### src/rtl/cpu_pkg.sv
//********************************************************************
// CPU package
// Widths, start address and the shared encodings of the single-cycle
// 16-bit load/store core: opcodes, ALU operations, branch conditions
// and writeback sources
//********************************************************************

`default_nettype none

package cpu_pkg;

  // Data path and byte address width
  localparam int word_w = 16;
  // Sixteen architectural registers
  localparam int reg_addr_w = 4;
  // First instruction fetched after reset
  localparam logic [15:0] reset_pc = 16'h0000;

  // Instruction opcodes, bits 15:12
  typedef enum logic [3:0] {
    add_op    = 4'd0,
    sub_op    = 4'd1,
    xor_op    = 4'd2,
    red_op    = 4'd3,
    sll_op    = 4'd4,
    sra_op    = 4'd5,
    ror_op    = 4'd6,
    paddsb_op = 4'd7,
    lw_op     = 4'd8,
    sw_op     = 4'd9,
    llb_op    = 4'd10,
    lhb_op    = 4'd11,
    b_op      = 4'd12,
    br_op     = 4'd13,
    pcs_op    = 4'd14,
    hlt_op    = 4'd15
  } opcode_e;

  // ALU functions
  typedef enum logic [2:0] {
    alu_add,
    alu_sub,
    alu_xor,
    alu_sll,
    alu_sra,
    alu_ror,
    alu_llb,
    alu_lhb
  } alu_op_e;

  // Branch conditions, bits 11:9 of B and BR
  typedef enum logic [2:0] {
    cond_ne,
    cond_eq,
    cond_gt,
    cond_lt,
    cond_ge,
    cond_le,
    cond_ov,
    cond_al
  } cond_e;

  // Register writeback source
  typedef enum logic [1:0] {
    wb_alu,
    wb_mem,
    wb_pc
  } wb_sel_e;

endpackage

`default_nettype wire

### src/rtl/reg_file.sv
//********************************************************************
// Register file
// Sixteen 16-bit registers, two combinational reads, one write on
// the clock edge, register 0 fixed at zero
//********************************************************************

`timescale 1ns/10ps
`default_nettype none

module reg_file import cpu_pkg::*; (
  input  logic                  clk,
  input  logic                  rst_n,
  input  logic [reg_addr_w-1:0] rs_addr,
  input  logic [reg_addr_w-1:0] rt_addr,
  input  logic [reg_addr_w-1:0] rd_addr,
  input  logic [word_w-1:0]     rd_data,
  input  logic                  we,
  output logic [word_w-1:0]     rs_data,
  output logic [word_w-1:0]     rt_data
);

  logic [word_w-1:0] regs [2**reg_addr_w];

  // Writes to register 0 are dropped
  always_ff @(posedge clk) begin
    if (!rst_n) begin
      for (int i = 0; i < 2**reg_addr_w; i++) begin
        regs[i] <= '0;
      end
    end else if (we && (rd_addr != '0)) begin
      regs[rd_addr] <= rd_data;
    end
  end

  // No bypass, a read alongside a write sees the old value
  assign rs_data = (rs_addr == '0) ? '0 : regs[rs_addr];
  assign rt_data = (rt_addr == '0) ? '0 : regs[rt_addr];

endmodule

`default_nettype wire

### src/rtl/decoder.sv
//********************************************************************
// Instruction decoder
// Splits an instruction into register addresses, immediate, ALU
// function, write enables, branch and halt controls
//********************************************************************

`timescale 1ns/10ps
`default_nettype none

module decoder import cpu_pkg::*; (
  input  logic [word_w-1:0]     instr,
  output logic [reg_addr_w-1:0] rs_addr,
  output logic [reg_addr_w-1:0] rt_addr,
  output logic [reg_addr_w-1:0] rd_addr,
  output alu_op_e               alu_op,
  output logic [word_w-1:0]     imm,
  output logic                  use_imm,
  output logic                  reg_we,
  output logic                  mem_we,
  output logic                  flag_we_all,
  output logic                  flag_we_z,
  output logic                  is_branch,
  output logic                  is_branch_reg,
  output logic                  is_halt,
  output wb_sel_e               wb_sel,
  output cond_e                 cond
);

  opcode_e op;

  assign op   = opcode_e'(instr[15:12]);
  // Condition field shared by B and BR
  assign cond = cond_e'(instr[11:9]);

  always_comb begin
    // Defaults: plain R-type fields, nothing written
    rd_addr       = instr[11:8];
    rs_addr       = instr[7:4];
    rt_addr       = instr[3:0];
    alu_op        = alu_add;
    imm           = '0;
    use_imm       = 1'b0;
    reg_we        = 1'b0;
    mem_we        = 1'b0;
    flag_we_all   = 1'b0;
    flag_we_z     = 1'b0;
    is_branch     = 1'b0;
    is_branch_reg = 1'b0;
    is_halt       = 1'b0;
    wb_sel        = wb_alu;
    case (op)
      add_op, sub_op: begin
        alu_op      = (op == add_op) ? alu_add : alu_sub;
        reg_we      = 1'b1;
        flag_we_all = 1'b1;
      end
      xor_op: begin
        alu_op    = alu_xor;
        reg_we    = 1'b1;
        flag_we_z = 1'b1;
      end
      sll_op, sra_op, ror_op: begin
        // Shift amount in bits 3:0
        alu_op    = (op == sll_op) ? alu_sll : (op == sra_op) ? alu_sra : alu_ror;
        imm       = {12'b0, instr[3:0]};
        use_imm   = 1'b1;
        reg_we    = 1'b1;
        flag_we_z = 1'b1;
      end
      lw_op, sw_op: begin
        // Halfword offset, sign extended
        imm     = {{11{instr[3]}}, instr[3:0], 1'b0};
        use_imm = 1'b1;
        if (op == lw_op) begin
          reg_we = 1'b1;
          wb_sel = wb_mem;
        end else begin
          // Store data register lives in the rd field
          rt_addr = instr[11:8];
          mem_we  = 1'b1;
        end
      end
      llb_op, lhb_op: begin
        // Read-modify-write of rd
        rs_addr = instr[11:8];
        alu_op  = (op == llb_op) ? alu_llb : alu_lhb;
        imm     = {8'b0, instr[7:0]};
        use_imm = 1'b1;
        reg_we  = 1'b1;
      end
      b_op:   is_branch = 1'b1;
      br_op:  is_branch_reg = 1'b1;
      pcs_op: begin
        reg_we = 1'b1;
        wb_sel = wb_pc;
      end
      hlt_op: is_halt = 1'b1;
      // RED and PADDSB fall through as no-ops
      default: ;
    endcase
  end

endmodule

`default_nettype wire

### src/rtl/alu.sv
//********************************************************************
// ALU and flag register
// Saturating add and subtract, XOR, shifts, rotate and byte loads;
// holds N, Z and V with per-instruction write enables
//********************************************************************

`timescale 1ns/10ps
`default_nettype none

module alu import cpu_pkg::*; (
  input  logic              clk,
  input  logic              rst_n,
  input  logic [word_w-1:0] a,
  input  logic [word_w-1:0] b,
  input  alu_op_e           op,
  input  logic              flag_we_all,
  input  logic              flag_we_z,
  output logic [word_w-1:0] result,
  output logic              flag_n,
  output logic              flag_z,
  output logic              flag_v
);

  localparam logic [word_w-1:0] sat_max = 16'h7FFF;
  localparam logic [word_w-1:0] sat_min = 16'h8000;

  logic [word_w-1:0]   sum;
  logic [word_w-1:0]   diff;
  logic                sum_ovf;
  logic                diff_ovf;
  logic [2*word_w-1:0] rot;
  logic                ovf;

  assign sum  = a + b;
  assign diff = a - b;

  // Same-sign operands, result sign flipped
  assign sum_ovf  = (a[word_w-1] == b[word_w-1]) && (sum[word_w-1] != a[word_w-1]);
  // Opposite-sign operands, result sign differs from a
  assign diff_ovf = (a[word_w-1] != b[word_w-1]) && (diff[word_w-1] != a[word_w-1]);

  // Rotate right through a doubled word
  assign rot = {a, a} >> b[3:0];

  always_comb begin
    ovf = 1'b0;
    case (op)
      alu_add: begin
        ovf    = sum_ovf;
        // Clamp toward the sign of the operands
        result = sum_ovf ? (a[word_w-1] ? sat_min : sat_max) : sum;
      end
      alu_sub: begin
        ovf    = diff_ovf;
        result = diff_ovf ? (a[word_w-1] ? sat_min : sat_max) : diff;
      end
      alu_xor: result = a ^ b;
      alu_sll: result = a << b[3:0];
      alu_sra: result = $signed(a) >>> b[3:0];
      alu_ror: result = rot[word_w-1:0];
      // High byte kept, immediate into low byte
      alu_llb: result = {a[15:8], b[7:0]};
      // Low byte kept, immediate into high byte
      alu_lhb: result = {b[7:0], a[7:0]};
      default: result = sum;
    endcase
  end

  // Flag register
  always_ff @(posedge clk) begin
    if (!rst_n) begin
      flag_n <= 1'b0;
      flag_z <= 1'b0;
      flag_v <= 1'b0;
    end else if (flag_we_all) begin
      flag_n <= result[word_w-1];
      flag_z <= (result == '0);
      flag_v <= ovf;
    end else if (flag_we_z) begin
      // Logic ops and shifts touch Z only
      flag_z <= (result == '0);
    end
  end

endmodule

`default_nettype wire

### src/rtl/pc_unit.sv
//********************************************************************
// Program counter unit
// Holds pc, evaluates branch conditions against the flags and picks
// the next address; pc freezes on halt
//********************************************************************

`timescale 1ns/10ps
`default_nettype none

module pc_unit import cpu_pkg::*; (
  input  logic              clk,
  input  logic              rst_n,
  input  logic              is_branch,
  input  logic              is_branch_reg,
  input  logic              is_halt,
  input  cond_e             cond,
  input  logic [8:0]        offset,
  input  logic [word_w-1:0] target_reg,
  input  logic              flag_n,
  input  logic              flag_z,
  input  logic              flag_v,
  output logic [word_w-1:0] pc,
  output logic [word_w-1:0] pc_plus2
);

  logic              taken;
  logic [word_w-1:0] b_target;
  logic [word_w-1:0] pc_next;

  always_comb begin
    case (cond)
      cond_ne: taken = !flag_z;
      cond_eq: taken = flag_z;
      cond_gt: taken = !flag_z && !flag_n;
      cond_lt: taken = flag_n;
      cond_ge: taken = flag_z || (!flag_z && !flag_n);
      cond_le: taken = flag_n || flag_z;
      cond_ov: taken = flag_v;
      default: taken = 1'b1;
    endcase
  end

  assign pc_plus2 = pc + 16'd2;
  // Word offset relative to the next instruction
  assign b_target = pc_plus2 + {{6{offset[8]}}, offset, 1'b0};

  always_comb begin
    if (is_halt) pc_next = pc;
    else if (is_branch && taken) pc_next = b_target;
    else if (is_branch_reg && taken) pc_next = target_reg;
    else pc_next = pc_plus2;
  end

  always_ff @(posedge clk) begin
    if (!rst_n) pc <= reset_pc;
    else pc <= pc_next;
  end

endmodule

`default_nettype wire

### src/rtl/cpu.sv
//********************************************************************
// CPU top level
// Single-cycle core: PC unit, decoder, register file and ALU wired
// to external instruction and data memory ports
//********************************************************************

`timescale 1ns/10ps
`default_nettype none

module cpu import cpu_pkg::*; (
  input  logic              clk,
  input  logic              rst_n,
  input  logic [word_w-1:0] imem_data,
  output logic [word_w-1:0] imem_addr,
  output logic [word_w-1:0] dmem_addr,
  output logic [word_w-1:0] dmem_wdata,
  output logic              dmem_we,
  input  logic [word_w-1:0] dmem_rdata,
  output logic              hlt,
  output logic [word_w-1:0] pc
);

  // Decoder controls
  logic [reg_addr_w-1:0] rs_addr;
  logic [reg_addr_w-1:0] rt_addr;
  logic [reg_addr_w-1:0] rd_addr;
  alu_op_e               alu_op;
  logic [word_w-1:0]     imm;
  logic                  use_imm;
  logic                  reg_we;
  logic                  mem_we;
  logic                  flag_we_all;
  logic                  flag_we_z;
  logic                  is_branch;
  logic                  is_branch_reg;
  logic                  is_halt;
  wb_sel_e               wb_sel;
  cond_e                 cond;

  // Datapath
  logic [word_w-1:0] rs_data;
  logic [word_w-1:0] rt_data;
  logic [word_w-1:0] wb_data;
  logic [word_w-1:0] alu_a;
  logic [word_w-1:0] alu_b;
  logic [word_w-1:0] alu_result;
  logic [word_w-1:0] pc_plus2;
  logic              flag_n;
  logic              flag_z;
  logic              flag_v;
  logic              is_mem;

  decoder u_decoder (
    .instr         (imem_data),
    .rs_addr       (rs_addr),
    .rt_addr       (rt_addr),
    .rd_addr       (rd_addr),
    .alu_op        (alu_op),
    .imm           (imm),
    .use_imm       (use_imm),
    .reg_we        (reg_we),
    .mem_we        (mem_we),
    .flag_we_all   (flag_we_all),
    .flag_we_z     (flag_we_z),
    .is_branch     (is_branch),
    .is_branch_reg (is_branch_reg),
    .is_halt       (is_halt),
    .wb_sel        (wb_sel),
    .cond          (cond)
  );

  reg_file u_reg_file (
    .clk     (clk),
    .rst_n   (rst_n),
    .rs_addr (rs_addr),
    .rt_addr (rt_addr),
    .rd_addr (rd_addr),
    .rd_data (wb_data),
    .we      (reg_we),
    .rs_data (rs_data),
    .rt_data (rt_data)
  );

  // LW and SW address off an even base
  assign is_mem = mem_we | (wb_sel == wb_mem);
  assign alu_a  = is_mem ? {rs_data[word_w-1:1], 1'b0} : rs_data;
  assign alu_b  = use_imm ? imm : rt_data;

  alu u_alu (
    .clk         (clk),
    .rst_n       (rst_n),
    .a           (alu_a),
    .b           (alu_b),
    .op          (alu_op),
    .flag_we_all (flag_we_all),
    .flag_we_z   (flag_we_z),
    .result      (alu_result),
    .flag_n      (flag_n),
    .flag_z      (flag_z),
    .flag_v      (flag_v)
  );

  // Branch offset straight from bits 8:0, BR target from rs
  pc_unit u_pc_unit (
    .clk           (clk),
    .rst_n         (rst_n),
    .is_branch     (is_branch),
    .is_branch_reg (is_branch_reg),
    .is_halt       (is_halt),
    .cond          (cond),
    .offset        (imem_data[8:0]),
    .target_reg    (rs_data),
    .flag_n        (flag_n),
    .flag_z        (flag_z),
    .flag_v        (flag_v),
    .pc            (pc),
    .pc_plus2      (pc_plus2)
  );

  // Writeback source
  always_comb begin
    case (wb_sel)
      wb_mem:  wb_data = dmem_rdata;
      wb_pc:   wb_data = pc_plus2;
      default: wb_data = alu_result;
    endcase
  end

  assign imem_addr  = pc;
  assign dmem_addr  = alu_result;
  // Store data comes from the rt port
  assign dmem_wdata = rt_data;
  // Memory sits outside, so no store escapes while the core is in reset
  assign dmem_we    = mem_we & rst_n;
  assign hlt        = is_halt;

endmodule

`default_nettype wire

### config.mk
export PLATFORM = sky130hd
export DESIGN_NAME = cpu
export DESIGN_NICKNAME = d
export VERILOG_FILES = /design/src/rtl/cpu_pkg.sv /design/src/rtl/reg_file.sv /design/src/rtl/decoder.sv /design/src/rtl/alu.sv /design/src/rtl/pc_unit.sv /design/src/rtl/cpu.sv
export SDC_FILE = /design/constraint.sdc
export NUM_CORES = 1
export LEC_CHECK = 0
export BUFFER_PORTS_ARGS = -buffer_cell sky130_fd_sc_hd__buf_2
export CORE_AREA = 10 10 234 236
export CTS_CLUSTER_SIZE = 10
export DETAILED_ROUTE_END_ITERATION = 16
export DIE_AREA = 0 0 244 246
export PLACE_DENSITY = 0.55
export SLEW_MARGIN = 20
export SYNTH_ARGS = -nofsm -noshare
export SYNTH_HDL_FRONTEND = slang
export SYNTH_SLANG_ARGS = --single-unit
export TNS_END_PERCENT = 10
### constraint.sdc
create_clock -name clk -period 7.12 [get_ports clk]
set_input_delay 0.356 -clock clk [delete_from_list [all_inputs] [get_ports clk]]
set_output_delay 0.356 -clock clk [all_outputs]
set_load 0.02 [all_outputs]
; Yosys cells after proc, flatten, opt, wreduce, memory -nomap -nowiden
; Memories as Yosys holds them, arrays and structs flattened.
; Index checks and enable logic that the tools add are counted.
[totals]
output_inout_bits = 66
memories = 1
input_bits = 34
regBits = 19
wordCells = 116
ramBits = 256
[op_classes]
mux = 43
bitwise_logic = 3
n_addsub = 4
n_eq_ne = 32
shifts = 3
n_reduce_logical = 26
[mem_list]
columns = name, depth, word_bits, rd, rd_clocked_by_memory_dff, wr, line_no
row1 = u_reg_file.regs, 16, 16, 2, 0, 16, reg_file.sv:22  ; logic [word_w-1:0] regs [2**reg_addr_w];
[ops]
columns = op, n
row1 = 16-bit two-way mux, 9
row2 = 16-bit case mux with 8 select lines, 1
row3 = 16-bit case mux with 3 select lines, 1
row4 = 16-bit adder, 2
row5 = 4-bit equality test (second input constant), 8
row6 = 16-bit case mux with 2 select lines, 1
row7 = 32-bit by 4-bit right shift with 16-bit output, 1
row8 = 3-bit equality test (second input constant), 7
row9 = 1-bit two-way mux, 21
row10 = 16-bit by 2-bit adder with 16-bit output (second input constant), 1
row11 = 16-bit zero test, 1
row12 = 4-bit two-way mux, 4
row13 = 16-bit OR reduction, 1
row14 = 16-bit by 4-bit << shifter with 16-bit output, 1
row15 = 16-bit by 4-bit >>> shifter with 16-bit output, 1
row16 = 16-bit subtractor, 1
row17 = 16-bit XOR, 1
row18 = 3-bit by 2-bit equality test with 1-bit output (second input constant), 4
row19 = 4-bit by 3-bit equality test with 1-bit output (second input constant), 3
row20 = 4-bit zero test, 3
row21 = 3-bit case mux with 4 select lines, 1
row22 = 9-bit OR reduction, 1
row23 = 1-bit case mux with 7 select lines, 1
row24 = 7-bit OR reduction, 1
row25 = other kinds (21), 35

; Depth between registers and ports, before layout
[logic_depth]
depth_word = 14
mapped_depth = 36
depth_no_buf = 30

; Modules after synthesis
; Synthesis repeated with hierarchy kept, for this count alone.
[hier_totals]
cells_unflattened = 1966
hier_area_um2 = 20569.7
[modules_own_cells]
columns = mod, cells_each, seq_area_each_um2, n_inst, area_each_um2
row1 = reg_file, 932, 7236.9, 1, 13113.8
row2 = alu, 629, 60.1, 1, 4316.6
row3 = pc_unit, 235, 320.3, 1, 1845.5
row4 = cpu, 95, 0.0, 1, 721.9
row5 = decoder, 75, 0.0, 1, 571.8

; Worst setup path after synthesis
; OpenSTA, ideal clock, no wires.
[synth_path]
kind = input to register
start = in imem_data[12]
end = mem u_reg_file.regs[13][9], data pin
setup_slack_ns = -0.807
setup_time_ns = 0.266
n_path_buf = 8
required_ns = 6.854
cell_stages = 34
arrival_ns = 7.661
path_cell_list = buf_4 > nand4bb_1 > buf_6 > mux2i_1 > buf_2 > buf_2 > buf_1 > clkbuf_1 > nand2_1 > nand3_1 > a21oi_1 > a311oi_1 > o21ai_0 > ha_1 > clkbuf_1 > or3_1 > o21ai_0 > a2111o_1 > a31oi_1 > a21oi_1 > nor2_1 > nor2_1 > nor2_1 > nor2_1 > o21bai_1 > fa_1 > and3_1 > a41oi_1 > nand3_1 > or4_1 > o41a_1 > a21oi_1 > clkbuf_1 > nor2_1
[synth_rtl]
columns = item, line_no
row1 = "start, declared", cpu.sv:13  ; input logic [word_w-1:0] imem_data,
row2 = "end, declared", reg_file.sv:22

; Worst setup path after layout
[layout_path]
start = in imem_data[14]
end = out dmem_addr[9]
[layout_via]
elab_chain_cells = 11
word_cells_on_any_way = 63
cone_classes = add/sub (2) / eq/ne (22) / shift (3) / mux (22) / bitwise (2) / reduce/logical (11) / memory (1)
[layout_rtl]
columns = item, line_no
row1 = 4-bit equality test (on tied branches), "decoder.sv:51, decoder.sv:74, decoder.sv:86"
row2 = "2-bit OR reduction, or another cell as far along", -
row3 = 4-bit two-way mux or 2-bit case mux with 2 select lines (tied branches), decoder.sv:51  ; case (op)
row4 = "memory read 16 x 16 bit, or another cell as far along", -
row5 = "16-bit two-way mux, or another cell as far along", reg_file.sv:36  ; assign rs_data = (rs_addr == '0) ? '0 : regs[rs_addr];
row6 = 1-bit two-way mux or 16-bit two-way mux (tied branches), "cpu.sv:86, cpu.sv:87"
row7 = 16-bit subtractor or 16-bit adder (tied branches), "alu.sv:35, alu.sv:34"
row8 = 1-bit != test (on tied branches), "alu.sv:40, alu.sv:38"
row9 = 1-bit logical AND (on tied branches), "alu.sv:40, alu.sv:38"
row10 = 16-bit two-way mux (on tied branches), "alu.sv:55, alu.sv:51"
row11 = 16-bit case mux with 8 select lines *, alu.sv:47  ; case (op)
row12 = "end, declared", cpu.sv:15  ; output logic [word_w-1:0] dmem_addr,
; Mark *: on every way between the ends. The rest lies on a longest branch, timed or not.

==> flow_summary.yaml <==
critical_path:
  regToRegSetupSlack_ns: 0.92
  cp_data_arrival_time_ns: 6.49
  crit_slowest_cell: "mux4_2"
  crit_fanout: 7
  reg2reg_depth: 28
  endpoint_kind: "primary output"
  timing.rr.end: "u_reg_file.regs[4][11]"
  critical_path.max_stage_delay_ns: 0.51
  critPathTopFamily: "compound AO/OA/AOI/OAI gates"
  critPathBufInv: 5
  start_kind: "primary input"
  path_class: "primary input to primary output"
  cpMostUsedCell: "nor2_1"
  required_ns: 6.76
  reg2reg_from: "u_reg_file.regs[11][2]"
synth:
  syn_area_per_cell_sq_um: 8.16
  synth_top_family_by_area: "simple AND/OR/NAND/NOR gates"
  syn_nets: 2523
  yosysTopAreaCell: "edfxtp_1"
  synth_fa_ha_area_share_pct: 3.47
  synth_xor_area_share_pct: 2.25
  synthCells: 2437
  synth_top_area_share_pct: 36.2
  ys_ff_latch: 259
  synth.mux.area_fraction_pct: 9.12
  synth_compound_area_share_pct: 16.5
  async_reset_ff_share_pct: 0
  yosys_warnings: 0
  synth_flop_cell: "edfxtp_1"
  ys_top_cells_by_area: "edfxtp_1 36%, nand2_1 8.2%, nor2_1 7.5%"
  synthesis.area_sq_um: 19900
  synth_edf_count: 240
  ys_seq_area_share_pct: 38.2
  yosys.area_share.simple_pct: 24.6
  ys_types: 88
clocking:
  cts_buffers: 34
  h-tree-depth: 2
  cts-root-buf: "clkbuf_16"
  clkTransAtPathRegs_ns: 0.06
  cts_tree: "built"
  clock_sinks: 259
  cts_buffer_depth: 3
  clock_latency_ns: 0.55
worst_hold_path:
  hold_depth: 3
  hold_path.class: "primary input to flop"
  min_to: "u_pc_unit.pc[14]"
  hp-start: "rst_n"
floorplan:
  pin_count: 100
  die_w_um: 244
  die_area_sq_um: 60000
  die_h_um: 246
  core-area_sq_um: 49900
  initial_core_util_pct: 39.9
  row_count: 82
timing:
  timing.setup.tns_ns: 0
  fin_skew_ns: 0.0284
  hold_viol_final: 0
  slew_headroom_pct: 20.0
  rsz0062_at_grt: "false"
  min_period_over_period_pct: 96.1
  setup_viol: 0
  holdWs_ns: 0.409
  fin_ws_ns: 0.278
  finalCriticalPeriod_ns: 6.84
  tightest_slew_ns: 1.20
  slew_violations: 0
  fmax_mhz: 146
finish:
  antenna_cells: 0
  drive_gt1_share_pct: 15.9
  finalNonFillerCells: 3249
  synthToLayoutAreaGrowth_pct: 16.4
  nets: 2649
detailed_routing:
  vias: 20000
  drt-pass1-iter-count: 6
  post_drt_wl_per_cell_um: 28.1
  drc: 0
  via_per_inst: 6.17
  drtIter0Drc: 2474
  wl_mm: 91.4
  antenna_left: 0
place:
  placedCellCount: 3193
  place_hpwl_mm: 66.9
  port_buffers: 99
  place.gp.congestion: 1.01
  preCtsSetupSlack_ns: 0.0112
pwr:
  switching_power_uw: 2340
  vdd_drop_max_uv: 212
  combPwrFrac_pct: 42.5
  p_total_uw: 5800
  p_seq_share_pct: 30.8
  power.internal_uw: 3460
  switching_share_pct: 40.4
  p_leak_uw: 0.00916
  clock_power_share_pct: 26.7
  power_density_nw_per_um2: 251
outcome:
  outcome: "finished clean"
job:
  drv_cap: 0
grt:
  grt_pass1_vias: 19100
  grt_max_degree: 61
  grt_pass1_wl_mm: 133
  antenna_found_initial: 0
  overflow: 0
  grt_usage_pct: 29.5
==> Yosys cell counts, types with 16 or more instances <==
cell type,instances
a211oi_1,36
a21o_1,16
a21oi_1,133
a221oi_1,20
a22oi_1,32
a31oi_1,29
buf_1,21
buf_2,41
buf_4,25
clkbuf_1,114
dfxtp_1,19
edfxtp_1,240
ha_1,48
inv_1,54
mux2_2,23
mux2i_1,137
nand2_1,436
nand3_1,197
nor2_1,395
nor3_1,36
o211ai_1,18
o21ai_0,61
xnor2_1,39
==> registers in the layout, indices dropped and copies added, names as in the netlist <==
signal and flops:
u_alu.flag_n 1, u_alu.flag_v 1, u_alu.flag_z 1, u_pc_unit.pc 16, u_reg_file.regs 240
==> layout make-up <==
cell class                 instances  area, sq um
inverter                          58          223
fill                            4941        26700
timing repair buffer             295         2210
clock buffer                      40          895
multi-input combinational       1915        11300
clock inverter                    10         52.6
tap                              672          841
sequential                       259         7590
==> logic make-up after synthesis <==
group / after synthesis
fa+ha+maj: 53
xor+xnor: 51
buf+inv: 264
simple gates: 1154
compound gates: 486
mux: 170
flops: 259
==> through the flow <==
step / area (sq um) / utilization [%]
after floorplan: 20100 / -
after detailed placement: 22100 / 44.3
final: 23200 / 46.4
after global placement: 22100 / 44.3
after CTS: 23000 / 46.2
after global routing: 23200 / 46.4
==> tightest hold or removal path, stage by stage <==
cell     delay (ns)
buf_2          0.31
o21ai_0        0.17
nor2_1         0.05
==> cell usage in the layout (no fill, tap or decap), drive strengths merged, types with 15 or more instances in the layout <==
cell type,synthesis,final
a221oi,21,21
o22ai,15,15
ha,48,48
mux2,25,26
xnor2,39,39
o21ai,64,64
dfxtp,19,19
nor3,36,36
a22oi,32,32
o211ai,18,18
nand2,436,436
nor2,396,396
a211oi,37,37
mux2i,142,142
buf,92,295
a31oi,29,29
o21bai,15,15
nand4,15,15
clkbuf,114,40
nand3,197,197
a21oi,134,134
inv,56,57
a21o,16,16
edfxtp,240,240
==> worst max-delay path by stage <==
stage / startpoint / to / slack [ns] / cells past startpoint
finish: imem_data[14] / dmem_addr[9] / 0.28 / 27
global route: imem_data[13] / dmem_addr[9] / 0.003 / 28
CTS: imem_data[12] / dmem_addr[12] / 0.25 / 31
detailed placement: imem_data[12] / u_reg_file.regs[10][11] / 0.01 / 32
global placement: imem_data[12] / u_alu.flag_z / 0.008 / 30
floorplan: imem_data[12] / u_alu.flag_z / 0.03 / 30
==> metal layers <==
metal / GRT usage, % / part of all wire (%) / vias to the layer above / wire [um]
met1: 37.4 / 40 / 9754 / 36700
met4: 14.4 / 5.0 / 0 / 4590
met2: 48.7 / 47 / 1111 / 42800
li1: - / - / 8961 / -
met5: 0 / 0 / - / 0
met3: 4.06 / 8.1 / 210 / 7370
==> power groups by stage <==
| stage | combinational (uW) | clock [uW] | sequential, uW |
|---|---|---|---|
| after floorplan | 1360 | 0 | 1800 |
| after global placement | 2390 | 0 | 1810 |
| after detailed placement | 2390 | 0 | 1810 |
| after CTS | 2400 | 1570 | 1780 |
| after global routing | 2580 | 1620 | 1790 |
| final | 2460 | 1550 | 1790 |
==> timing repair <==
action	CTS	global route
hold buffers	0	0
setup buffers	0	3
endpoints found under the setup margin	0	6
resized for setup	0	10
(Power assumes the default switching activity.)
